$ cat src/exec_consts.svh
`ifndef EXEC_CONSTS_SVH
`define EXEC_CONSTS_SVH

`define OPC_MUL     7'b0110011  // Routed to the multiply station
`define OPC_DIV     7'b1001111  // Routed to the divide station

`define F3_ADD      3'd0
`define F3_SLTU     3'd3
`define F3_XOR      3'd4
`define F3_OR       3'd6
`define F3_AND      3'd7
`define F3_MULLO    3'd0        // Low half of the product
`define F3_MULHU    3'd3        // High half, unsigned
`define F3_DIVU     3'd5
`define F3_REMU     3'd7

`define RS_DEPTH    4           // Entries per reservation station
`define MUL_STAGES  3           // Multiplier pipeline depth

`endif

$ cat src/exec_pkg.sv
package exec_pkg;

    typedef logic [31:0] word_t;    // Operand and result data
    typedef logic [7:0]  tag_t;     // Physical register tag
    typedef logic [6:0]  opcode_t;
    typedef logic [2:0]  func3_t;

    // Renamed instruction as it arrives from dispatch
    typedef struct packed {
        opcode_t opcode;
        func3_t  func3;
        logic    use_imm;       // Second source comes from imm
        word_t   imm;
        tag_t    rd_tag;
        tag_t    src1_tag;
        logic    src1_ready;
        word_t   src1_value;
        tag_t    src2_tag;
        logic    src2_ready;
        word_t   src2_value;
    } dispatch_t;

    // Operation handed from a station to its functional unit
    typedef struct packed {
        func3_t func3;
        word_t  op1;
        word_t  op2;
        tag_t   rd_tag;
    } issue_t;

    // Common data bus beat and unit result
    typedef struct packed {
        logic  valid;
        tag_t  tag;
        word_t value;
    } cdb_t;

    typedef enum logic [1:0] {
        div_idle,
        div_busy,
        div_done
    } div_state_e;

endpackage

$ cat src/reservation_station.sv
`timescale 1ns/100ps
`include "exec_consts.svh"

module reservation_station #(
    parameter int DEPTH = `RS_DEPTH
) (
    input  logic                clk,
    input  logic                reset,
    input  logic                wr,
    input  exec_pkg::dispatch_t wr_entry,
    input  exec_pkg::cdb_t      cdb,
    input  logic                unit_ready,
    output logic                full,
    output logic                issue_valid,
    output exec_pkg::issue_t    issue
);

    localparam int IW = (DEPTH > 1) ? $clog2(DEPTH) : 1;

    exec_pkg::dispatch_t slot_q [DEPTH];
    logic [DEPTH-1:0]    busy_q;
    logic [DEPTH-1:0]    rdy;
    logic [IW-1:0]       free_idx;
    logic [IW-1:0]       sel_idx;
    logic                sel_found;
    logic                issue_load;

    // Capture a broadcast value into any source still waiting on its tag
    function automatic exec_pkg::dispatch_t snoop(exec_pkg::dispatch_t e,
                                                  exec_pkg::cdb_t b);
        exec_pkg::dispatch_t r;
        r = e;
        if (b.valid && !e.src1_ready && (e.src1_tag == b.tag)) begin
            r.src1_ready = 1'b1;
            r.src1_value = b.value;
        end
        if (b.valid && !e.src2_ready && (e.src2_tag == b.tag)) begin
            r.src2_ready = 1'b1;
            r.src2_value = b.value;
        end
        return r;
    endfunction

    always_comb begin
        for (int i = 0; i < DEPTH; i++) begin
            rdy[i] = busy_q[i] && slot_q[i].src1_ready && slot_q[i].src2_ready;
        end
    end

    // Walk downwards so the lowest index wins
    always_comb begin
        free_idx  = '0;
        sel_idx   = '0;
        sel_found = 1'b0;
        for (int i = DEPTH - 1; i >= 0; i--) begin
            if (!busy_q[i]) begin
                free_idx = IW'(i);
            end
            if (rdy[i]) begin
                sel_found = 1'b1;
                sel_idx   = IW'(i);
            end
        end
    end

    assign full       = &busy_q;
    assign issue_load = sel_found && (!issue_valid || unit_ready);  // Empty or draining

    always_ff @(posedge clk) begin
        if (reset) begin
            busy_q      <= '0;
            issue_valid <= 1'b0;
        end else begin
            if (wr) begin
                busy_q[free_idx] <= 1'b1;
            end
            if (issue_load) begin
                busy_q[sel_idx] <= 1'b0;           // Slot freed as it moves out
                issue_valid     <= 1'b1;
            end else if (unit_ready) begin
                issue_valid     <= 1'b0;
            end
        end
    end

    always_ff @(posedge clk) begin
        for (int i = 0; i < DEPTH; i++) begin
            slot_q[i] <= snoop(slot_q[i], cdb);
        end
        if (wr) begin
            slot_q[free_idx] <= snoop(wr_entry, cdb);  // Wakeup on the dispatch cycle too
        end
        if (issue_load) begin
            issue.func3  <= slot_q[sel_idx].func3;
            issue.op1    <= slot_q[sel_idx].src1_value;
            issue.op2    <= slot_q[sel_idx].src2_value;
            issue.rd_tag <= slot_q[sel_idx].rd_tag;
        end
    end

endmodule

$ cat config.mk
export PLATFORM = sky130hd
export DESIGN_NAME = reservation_station
export DESIGN_NICKNAME = d
export VERILOG_FILES = /design/src/exec_pkg.sv /design/src/reservation_station.sv
export VERILOG_INCLUDE_DIRS = /design/src
export SDC_FILE = /design/constraint.sdc
export NUM_CORES = 1
export LEC_CHECK = 0
export BUFFER_PORTS_ARGS = -buffer_cell sky130_fd_sc_hd__buf_2
export CAP_MARGIN = 20
export CELL_PAD_IN_SITES_DETAIL_PLACEMENT = 0
export CELL_PAD_IN_SITES_GLOBAL_PLACEMENT = 1
export CORE_ASPECT_RATIO = 1.25
export CORE_MARGIN = 10
export CORE_UTILIZATION = 30
export CTS_CLUSTER_SIZE = 25
export DETAILED_ROUTE_END_ITERATION = 16
export GPL_TIMING_DRIVEN = 1
export PLACE_DENSITY = 0.66
export SLEW_MARGIN = 40
export SYNTH_ARGS = -nofsm -noshare
export SYNTH_HDL_FRONTEND = slang
export SYNTH_SLANG_ARGS = --single-unit
export TNS_END_PERCENT = 100
$ cat constraint.sdc
create_clock -name clk -period 12.01 [get_ports clk]
set_input_delay 0.6005 -clock clk [delete_from_list [all_inputs] [get_ports clk]]
set_output_delay 0.6005 -clock clk [all_outputs]
set_load 0.005 [all_outputs]
## Word-level counts from Yosys, hierarchy flattened

Memories as Yosys holds them, arrays and structs flattened. A register that Yosys moved wholly into a read port is not among the register bits.
Cells that the tools add are included.

- Bits of input ports: 178
- Bits in writable memories: 532
- Output and inout bits: 77
- Register bits after elaboration: 5
- Memories: 1

Memories:

| memory | depth | bits a word | rd ports | clocked after memory_dff | wr ports | line | RTL |
|---|---|---|---|---|---|---|---|
| slot_q | 4 | 133 | 5 | 1 | 5 | reservation_station.sv:20 | `exec_pkg::dispatch_t slot_q [DEPTH];` |

- Equality and inequality tests: 10
- Bitwise logic cells: 3
- $lt $le $gt $ge: 4
- Mux-type cells: 35
- Reductions and logical operators: 45

Operators by type and width:

| kind | number |
|---|---|
| $mux W33 | 12 |
| $eq A8 B8 Y1 | 10 |
| $logic_and A1 B1 Y1 | 31 |
| $mux W2 | 8 |
| $mux W4 | 3 |
| $logic_not A1 Y1 | 11 |
| $mux W1 | 10 |
| $lt A2 B3 Y1 const B | 2 |
| $and A4 B4 Y4 | 1 |
| $demux W1 S2 | 2 |
| $ge A2 B1 Y1 const B | 2 |
| $not A4 Y4 | 1 |
| $or A4 B4 Y4 | 1 |
| $reduce_and A4 Y1 | 1 |
| $reduce_bool A2 Y1 | 1 |
| $logic_or A1 B1 Y1 | 1 |

## Logic depth before layout (Yosys ltp)

Gate-level depths: netlist of run 1.

- Depth in word-level cells: 13
- Depth in mapped cells: 7
- Depth with buffers taken out: 5

## Worst setup path before layout of run 1

Ideal clock, no wire load.

- Path type: input-to-reg
- Start: input port cdb[38] (netlist name)
- End: memory slot_q[0][0] (netlist name), enable pin
- Setup time: 0.515 ns
- Slack: 6.747 ns
- Cell stages on the path: 5
- Data arrival time: 4.747 ns
- Required time: 11.495 ns
- Buffers on the path: 1
- Cell sequence: buf_2 > xor2_1 > nor4_1 > nand4b_1 > o41ai_1

RTL lines:

| what | line | RTL |
|---|---|---|
| start, declared | reservation_station.sv:11 | `input exec_pkg::cdb_t cdb,` |
| end, declared | reservation_station.sv:20 |  |

==> results.sh, run 1 <==
export IMPL_status="complete, no violations"
export IMPL_synth_nets=1592
export IMPL_clk_pin_slew_ps=60
export IMPL_finalHoldViolCount=0
export IMPL_grt_antenna_before_repair=23
export IMPL_fin_util=0.3537
export IMPL_clock_power_share=0.400
export IMPL_pwr_density_cell_mw_per_mm2=146.3
export IMPL_ant_nets=0
export IMPL_critPathKind="reg -> reg"
export IMPL_ctsLongestPathBuffers=3
export IMPL_finalWirelength_um=65970
export IMPL_finalSetupViolations=0
export IMPL_first_pass_iters=5
export IMPL_area_growth_pct=17.04
export IMPL_netlist_area_mm2=0.02055
export IMPL_drtIter0Drc=1034
export IMPL_vias=13380
export IMPL_core_mm2=0.06801
export IMPL_cp_max_fo=35
export IMPL_start_kind="flip-flop"
export IMPL_initial_utilization=0.3022
export IMPL_final_layout_size_suffix_gt1_frac=0.3121
export IMPL_cp_num_buf_inv=3
export IMPL_synth_area_leaders="edfxtp_1 65%, mux2_2 8.7%, a221o_1 3.7%"
export IMPL_htreeDepth=2
export IMPL_avgSynthCellArea_um2=14.53
export IMPL_tns_ps=0
export IMPL_first_global_vias=13850
export IMPL_pwr_share_seq=0.519
export IMPL_p_switching_mw=0.7994
export IMPL_crit_family="buffers and inverters"
export IMPL_synthCells=1414
export IMPL_yosysSeqAreaShare=0.6580
export IMPL_required_ps=12410
export IMPL_nNetsFinal=1751
export IMPL_die_width_um=254.1
export IMPL_min_period_ps=3314
export IMPL_clk_insertion_delay_late_ps=580
export IMPL_die_h_um=312.6
export IMPL_swShare=0.2272
export IMPL_hold_path_class="in -> reg"
export IMPL_wl_per_cell_um=26.60
export IMPL_synth_seq_cells=452
export IMPL_vdd_drop_max_uv=117.6
export IMPL_post_cts_buffers=0
export IMPL_rsz0062_at_grt="false"
export IMPL_worstSetupEndpointType="flip-flop"
export IMPL_worstPathArrival_ps=3710
export IMPL_synth_distinct_cells=42
export IMPL_internal_power_mw=2.719
export IMPL_cap_violations=0
export IMPL_cts_buffers_inserted=48
export IMPL_cts_hold_fix_buffers=0
export IMPL_async_reset_ff_frac=0
export IMPL_tightestPinTransition_ps=808.9
export IMPL_io_pins=255
export IMPL_dieArea_mm2=0.07944
export IMPL_rows=107
export IMPL_vias_per_cell=5.393
export IMPL_grt_max_degree=77
export IMPL_num_fill_cells=6564
export IMPL_cts_tree="done"
export IMPL_reg2reg_slack_ps=8700
export IMPL_cpPeakStageDelay_ps=800
export IMPL_routabilityCongestion=0.7676
export IMPL_timing_final_crit_share=0.2760
export IMPL_relSlewSlack=0.4608
export IMPL_grt_overflow=0
export IMPL_worstPathCellList="nand3_1 > or3b_2 > buf_4 > clkinv_2 > buf_4 > nand2_1 > o211ai_1"
export IMPL_crit_slowest_cell="or3b_2"
export IMPL_place_detailed_hpwl_um=38840
export IMPL_synthFlopType="edfxtp_1"
export IMPL_comb_power_share=0.081
export IMPL_fmax_ghz=0.3017
export IMPL_clock_sinks=452
export IMPL_ys_warn_count=0
export IMPL_drcViolationCount=0
export IMPL_synth_top_area_cell="edfxtp_1"
export IMPL_crit_top_cell="buf_4"
export IMPL_cts_root_buf="clkbuf_16"
export IMPL_ctsResizeCount=0
export IMPL_grt_pass1_wl_um=95790
export IMPL_synthDominantCellAreaShare=0.6531
export IMPL_p_leak_nw=7.877
export IMPL_grtUsageTotal=0.1627
export IMPL_numPortBuffers=214
export IMPL_finalMaxSlewViolations=0
export IMPL_finClkSkew_ps=20.95
export IMPL_synth_edff_count=447
==> layout make-up <==
class | instances | area, um2 | share of cell area
Antenna cell | 6 | 15.01 | 0.0006242
Clock buffer | 57 | 1256 | 0.05222
Clock inverter | 22 | 168.9 | 0.007022
Inverter | 5 | 20.02 | 0.0008323
Multi-Input combinational cell | 815 | 6610 | 0.2748
Sequential cell | 452 | 13520 | 0.5622
Tap cell | 872 | 1091 | 0.04536
Timing Repair Buffer | 251 | 1370 | 0.05696
==> cells by family after synthesis <==
family                    after synthesis  synth area share
AOI/OAI and AO/OA                     205           0.07580
xor gates and xnor gates               80           0.03409
buffers and inverters                 147           0.03172
DFF                                   452            0.6580
muxes                                 224            0.1227
and+or+nand+nor                       306           0.07768
==> metrics by stage <==
step / cell area, um2 / hold slack, ps / worst slack, ps / instances / total power [mW]
2_1_floorplan: 20550 / 492.2 / 6747 / 1414 / 2.021
3_3_place_gp: 22570 / 528.2 / 8372 / 2393 / 2.136
3_5_place_dp: 22610 / 533.0 / 8466 / 2395 / 2.146
4_1_cts: 24040 / 209.1 / 8693 / 2474 / 3.554
5_1_grt: 24050 / 231.2 / 8482 / 2478 / 3.633
6_report: 24050 / 251.1 / 8696 / 2480 / 3.518
==> power by group through the flow <==
stage               Sequential, mW  Clock [mW]  Combinational [mW]
detailed placement            1.86           0               0.288
floorplan                     1.86           0               0.161
global placement              1.86           0               0.279
CTS                           1.83        1.44               0.288
finish                        1.83        1.41               0.284
global route                  1.83        1.50               0.309
==> placed cells by master, fill, tap and decap left out, drive strengths merged, types with 10 or more instances in the layout <==
cell type / instances
a221o: 75
edfxtp: 447
clkbuf: 58
clkinv: 20
a21oi: 77
buf: 250
xnor2: 23
xor2: 57
nor4: 10
o211ai: 32
mux2: 224
nand2: 140
nand3: 10
nand4: 107
==> registers in the layout (all words and copies together), names as in the netlist <==
register / cells
slot_q: 372
busy_q: 4
issue: 75
issue_valid: 1
==> final timing paths <==
kind | start | depth (start not counted) | endpoint
max reg2reg | busy_q[1] | 7 | slot_q[3][4]
min reg2reg | slot_q[0][88] | 1 | issue[6]
max | busy_q[1] | 7 | slot_q[3][4]
min | wr_entry[125] | 1 | slot_q[3][125]
==> per-layer routing <==
metal | GRT usage | vias up | wire [um]
li1 | - | 5861 | -
met1 | 0.2004 | 6928 | 27240
met2 | 0.2780 | 441 | 32810
met3 | 0.04025 | 115 | 4289
met4 | 0.04536 | 30 | 1440
met5 | 0 | - | 187
==> cell usage after synthesis, types with 32 or more instances <==
cell / n
a21oi_1: 77
edfxtp_1: 447
mux2_2: 159
nand4_1: 107
xor2_1: 57
o211ai_1: 32
clkbuf_1: 74
a221o_1: 75
mux2_1: 65
nand2_1: 140
buf_1: 35
==> worst reg2reg max path, stage by stage, from the launching register on <==
cell and delay (ps):
dfxtp_1 480, nand3_1 130, or3b_2 800, buf_4 370, clkinv_2 440, buf_4 590, nand2_1 140, o211ai_1 200
(Power assumes the default switching activity.)
==> run 2: changes to the inputs <==
- ABC_AREA: unset -> 1
- PLACE_DENSITY: 0.66 -> 0.68
- clock period: 12.01 -> 3.1 ns (I/O delays scaled with it)
==> run 2 against run 1 <==
Against the previous run: critical path depth is 6 higher; register-to-register slack worse by 8100 ps; clock-buffer cell count is 6 higher; clock skew hardly changed; sequential power grew to 3.9 times the previous value; sequential share of layout area is 5.7 points lower; die area is 6.5% higher; power grew to 4.0 times the previous value; clock power grew to 3.9 times the previous value; critical endpoint is now slot_q[3][63]; largest cell class unchanged; largest power group unchanged.
==> results.sh, run 2 <==
export IMPL_drcViolationCount=0
export IMPL_clock_sinks=452
export IMPL_hold_path_class="in -> reg"
export IMPL_cts_buffers_inserted=46
export IMPL_final_common_cell="nand2_1"
export IMPL_timing_final_crit_share=0.8595
export IMPL_area_growth_pct=21.69
export IMPL_grtUsageTotal=0.1741
export IMPL_vias_per_cell=5.043
export IMPL_numPortBuffers=214
export IMPL_grt_pass1_wl_um=109900
export IMPL_finalSetupViolations=0
export IMPL_ctsResizeCount=0
export IMPL_first_pass_iters=6
export IMPL_largest_reg_flops=372
export IMPL_min_period_ps=2665
export IMPL_r2r_start="busy_q[2]"
export IMPL_finalPower_mw=14.18
export IMPL_netlist_area_mm2=0.02200
export IMPL_ant_nets=0
export IMPL_initial_utilization=0.3039
export IMPL_cts_tree="done"
export IMPL_synth_top_area_cell="edfxtp_1"
export IMPL_synth_distinct_cells=32
export IMPL_die_width_um=262.2
export IMPL_ctsLongestPathBuffers=3
export IMPL_yosysSeqAreaShare=0.6148
export IMPL_dp_cells=3194
export IMPL_grt_overflow=0
export IMPL_synth_nets=2282
export IMPL_rsz0062_at_grt="false"
export IMPL_pwr_density_cell_mw_per_mm2=529.8
export IMPL_pre_cts_slack_ps=661.6
export IMPL_synthFlopType="edfxtp_1"
export IMPL_worstPathCellList="dlygate4sd3_1 > buf_2 > inv_1 > nand2_1 > nand2_1 > nor2_1 > nand2_1 > nor2_8 > buf_12 > nand3_4 > nand3_1 > nand2_1 > dlygate4sd3_1"
export IMPL_fin_cells=3384
export IMPL_start_kind="input pin"
export IMPL_synthTopCellsByCount="631 x nand2_1, 447 x edfxtp_1, 425 x nand3_1"
export IMPL_rows=110
export IMPL_io_pins=255
export IMPL_clk_pin_slew_ps=60
export IMPL_fmax_ghz=0.3753
export IMPL_cts_root_buf="clkbuf_16"
export IMPL_clk_insertion_delay_late_ps=590
export IMPL_drtIter0Drc=1442
export IMPL_avgSynthCellArea_um2=10.46
export IMPL_wl_per_cell_um=22.23
export IMPL_async_reset_ff_frac=0
export IMPL_htreeDepth=2
export IMPL_vdd_drop_max_uv=429.5
export IMPL_final_layout_size_suffix_gt1_frac=0.1973
export IMPL_min_delay_start="wr_entry[9]"
export IMPL_die_h_um=322.7
export IMPL_relSlewSlack=0.4407
export IMPL_crit_slowest_cell="dlygate4sd3_1"
export IMPL_num_fill_cells=7156
export IMPL_required_ps=3440
export IMPL_first_global_vias=17510
export IMPL_cap_violations=0
export IMPL_place_detailed_hpwl_um=44020
export IMPL_synth_area_leaders="edfxtp_1 61%, nand2_1 11%, nand3_1 9.7%"
export IMPL_synthCells=2104
export IMPL_tns_ps=0
export IMPL_dieArea_mm2=0.08462
export IMPL_top_register="slot_q"
export IMPL_nNetsFinal=2573
export IMPL_synth_seq_cells=452
export IMPL_status="complete, no violations"
export IMPL_finalMaxSlewViolations=0
export IMPL_post_cts_buffers=0
export IMPL_cpPeakStageDelay_ps=550
export IMPL_cp_num_buf_inv=5
export IMPL_tightestPinTransition_ps=838.9
export IMPL_worstSetupEndpointType="flip-flop"
export IMPL_synth_most_common_cell="nand2_1"
export IMPL_cp_max_fo=16
export IMPL_crit_start="wr_entry[75]"
export IMPL_ys_warn_count=0
export IMPL_worstPathArrival_ps=3000
export IMPL_grt_antenna_before_repair=11
export IMPL_synthDominantCellAreaShare=0.6102
export IMPL_routabilityCongestion=0.8060
export IMPL_synth_edff_count=447
export IMPL_crit_family="buffers and inverters"
export IMPL_cts_hold_fix_buffers=105
export IMPL_layout_common_cells="629 x nand2_1, 447 x edfxtp_1, 425 x nand3_1"
export IMPL_finalWirelength_um=75230
export IMPL_finClkSkew_ps=20.79
export IMPL_reg_top3="slot_q (372), issue (75), busy_q (4)"
export IMPL_core_mm2=0.07239
export IMPL_grt_max_degree=96
export IMPL_vias=17070
export IMPL_reg2reg_slack_ps=600
export IMPL_finalHoldViolCount=0
export IMPL_p_leak_nw=10.28
export IMPL_setup_ws_ps=435.5
export IMPL_crit_top_cell="nand2_1"
export IMPL_critPathKind="in -> reg"
-- run 2: final timing paths --
path	endpoint	depth (start not counted)
max	slot_q[3][63]	13
min	slot_q[2][9]	5
max reg2reg	slot_q[0][47]	8
min reg2reg	issue[40]	2
-- run 2: stage by stage --
step | utilization | hold WS (ps) | cell area, um2
after floorplan | - | 224.1 | 22000
after global placement | 0.3352 | 364.2 | 24270
after detailed placement | 0.3352 | 371.8 | 24270
after CTS | 0.3696 | 0.2113 | 26760
after global routing | 0.3698 | 32.83 | 26770
final | 0.3698 | 22.47 | 26770
-- run 2: power by group --
| group | leakage, nW | switching (mW) | internal (mW) |
|---|---|---|---|
| Combinational | 5.43 | 1.03 | 0.515 |
| Clock | 0.696 | 2.39 | 3.08 |
| Sequential | 4.16 | 0.0929 | 7.08 |
-- run 2: cell type report --
type / instances / area (um2) / area share
diodes: 4 / 10.01 / 0.0003739
clock buffers: 63 / 1246 / 0.04656
clock inverters: 18 / 191.4 / 0.007152
inverters: 140 / 529.3 / 0.01977
multi-input cells: 1398 / 7416 / 0.2770
flip-flops and latches: 452 / 13520 / 0.5052
well taps: 952 / 1191 / 0.04450
repair buffers: 357 / 2661 / 0.09942
-- run 2: metal layers --
metal  GRT usage  wire [um]  vias up
li1            -          -     7930
met1      0.2123      30250     8319
met2      0.3031      37710      646
met3     0.02828       4810      160
met4     0.06469       2389       12
met5           0         73        -
-- run 2: worst register-to-register path, stage by stage (launching register included) --
cell and delay [ps]:
dfxtp_1 410, nand2_1 120, a21oi_2 240, nor2_4 70, inv_2 100, buf_4 600, nand2_1 190, nand2_1 110
dlygate4sd3_1 540
-- run 2: logic make-up (layout without fill, tap and decap cells) --
| logic type | after synthesis | after routing | share of synthesized area |
|---|---|---|---|
| simple gates | 1312 | 1312 | 0.3046 |
| flops | 452 | 452 | 0.6148 |
| buf+inv | 254 | 578 | 0.05432 |
| compound gates | 58 | 58 | 0.01513 |
| xor+xnor | 28 | 28 | 0.01115 |
| other cells | 0 | 4 | 0 |
==> run 3: changes to the inputs <==
==> constraint.sdc (replaced) <==
create_clock -name clk -period 3.1 [get_ports clk]
set_input_delay 0.62 -clock clk [delete_from_list [all_inputs] [get_ports clk]]
set_output_delay 0.62 -clock clk [all_outputs]
set_load 0.005 [all_outputs]
==> run 3 against run 2 <==
Against the previous run: clock power increased by 13%; combinational power down 6%; first-iteration DRC count shrank 6.4%; power up 4.1%; non-clock buffer count down 100; flip-flop and latch count unchanged; via count down 1.6%; wire length grew 0.47%; hold slack gained 190 ps; clock skew rose by 4.1 ps; critical path depth fell by 6; utilization shrank 0.97 points; critical path type is now reg -> reg; critical endpoint is now issue[11].
==> results.sh, run 3 (synthesis results as in run 2) <==
export IMPL_status="complete, no violations"
export IMPL_clock_sinks=452
export IMPL_final_cell_area_mm2=0.02606
export IMPL_first_pass_iters=7
export IMPL_fin_cells=3292
export IMPL_finalHoldViolCount=0
export IMPL_finClkSkew_ps=24.91
export IMPL_setup_ws_ps=669.6
export IMPL_largest_reg_flops=372
export IMPL_wl_per_cell_um=22.96
export IMPL_reg_top3="slot_q (372), issue (75), busy_q (4)"
export IMPL_cts_root_buf="clkbuf_16"
export IMPL_clk_insertion_delay_late_ps=590
export IMPL_ant_nets=0
export IMPL_pre_cts_slack_ps=499.8
export IMPL_layout_common_cells="629 x nand2_1, 447 x edfxtp_1, 425 x nand3_1"
export IMPL_cp_endpoint="issue[11]"
export IMPL_p_leak_nw=9.995
export IMPL_ctsResizeCount=0
export IMPL_finalWirelength_um=75580
export IMPL_min_period_ps=2430
export IMPL_finalMaxSlewViolations=0
export IMPL_io_pins=255
export IMPL_relSlewSlack=0.5236
export IMPL_post_cts_buffers=0
export IMPL_start_kind="flip-flop"
export IMPL_htreeDepth=2
export IMPL_initial_utilization=0.3039
export IMPL_post_dp_cell_area_mm2=0.02437
export IMPL_routabilityCongestion=0.8077
export IMPL_worstRegToRegCells=7
export IMPL_pwr_density_cell_mw_per_mm2=566.2
export IMPL_core_mm2=0.07239
export IMPL_dieArea_mm2=0.08462
export IMPL_place_detailed_hpwl_um=44370
export IMPL_final_common_cell="nand2_1"
export IMPL_timing_final_crit_share=0.7840
export IMPL_grt_overflow=0
export IMPL_r2r_start="slot_q[0][73]"
export IMPL_rows=110
export IMPL_required_ps=3380
export IMPL_die_width_um=262.2
export IMPL_grt_antenna_before_repair=11
export IMPL_reg2reg_slack_ps=670
export IMPL_hold_path_class="in -> reg"
export IMPL_clk_pin_slew_ps=60
export IMPL_area_growth_pct=18.49
export IMPL_vdd_drop_max_uv=308.7
export IMPL_vias_per_cell=5.100
export IMPL_tns_ps=0
export IMPL_grt_max_degree=95
export IMPL_rsz0062_at_grt="false"
export IMPL_drcViolationCount=0
export IMPL_crit_start="slot_q[0][73]"
export IMPL_cts_hold_fix_buffers=0
export IMPL_numPortBuffers=214
export IMPL_top_register="slot_q"
export IMPL_grt_pass1_wl_um=109200
export IMPL_nNetsFinal=2475
export IMPL_worstSetupEndpointType="flip-flop"
export IMPL_critPathKind="reg -> reg"
export IMPL_finalSetupViolations=0
export IMPL_dp_cells=3199
export IMPL_cts_tree="done"
export IMPL_final_layout_size_suffix_gt1_frac=0.2128
export IMPL_worstPathArrival_ps=2710
export IMPL_cts_buffers_inserted=48
export IMPL_cp_max_fo=34
export IMPL_first_global_vias=16970
export IMPL_tightestPinTransition_ps=714.7
export IMPL_cap_violations=0
export IMPL_vias=16790
export IMPL_fmax_ghz=0.4115
export IMPL_die_h_um=322.7
export IMPL_grtUsageTotal=0.1756
export IMPL_whs_ps=209.1
export IMPL_ctsLongestPathBuffers=3
export IMPL_regToRegEndpoint="issue[11]"
export IMPL_drtIter0Drc=1349
==> run 3: cell types whose count changed in the layout (fill, tap and decap cells not counted), moves of 3 or more <==
cell,delta
clkbuf_16,+3
clkinv_2,+3
dlygate4sd3_1,-105
clkbuf_1,-9
bufinv_16,+6
clkinvlp_4,+4
buf_12,+6
clkinv_1,+4
==> run 3: worst min path at each step <==
stage / startpoint / end / slack [ps] / cells past startpoint
final: reset / issue_valid / 210 / 2
after global placement: slot_q[1][41] / issue[40] / 510 / 2
after CTS: reset / issue_valid / 170 / 2
after global routing: reset / issue_valid / 180 / 2
after detailed placement: slot_q[1][0] / issue[8] / 510 / 2
after floorplan: slot_q[1][82] / issue[0] / 500 / 2
==> run 3: cell type report <==
cell class,instances,area (um2)
multi-input combinational,1398,7407
tap,952,1191
clock inverter,33,410.4
clock buffer,56,1274
fill,7185,46330
sequential,452,13520
inverter,140,529.3
timing repair buffer,257,1719
antenna,4,10.01
==> run 3: metal layers <==
layer  routed length [um]  share of wire  global-route usage
met5                   61        0.00081                   0
met4                 2444          0.032             0.06379
met3                 5407          0.072             0.03219
met2                38700           0.51              0.3095
met1                28970           0.38              0.2092
==> run 3: critical path, stage by stage (launching register included) <==
cell	delay, ps
edfxtp_1	450
nand3_1	170
nand2_1	190
a21oi_4	260
clkinv_2	390
buf_12	340
nand3_1	120
nand4_1	200
==> run 3: power breakdown <==
part	leakage (nW)	switching, mW	internal (mW)
registers	4.16	0.0834	7.08
logic	5.03	1.02	0.429
clock network	0.807	2.46	3.70
total	10.0	3.56	11.2
==> run 3: through the flow <==
step / util / total power, mW
CTS: 0.3599 / 14.89
finish: 0.3600 / 14.76
floorplan: - / 8.081
global route: 0.3600 / 15.26
detailed placement: 0.3366 / 8.753
global placement: 0.3366 / 8.722
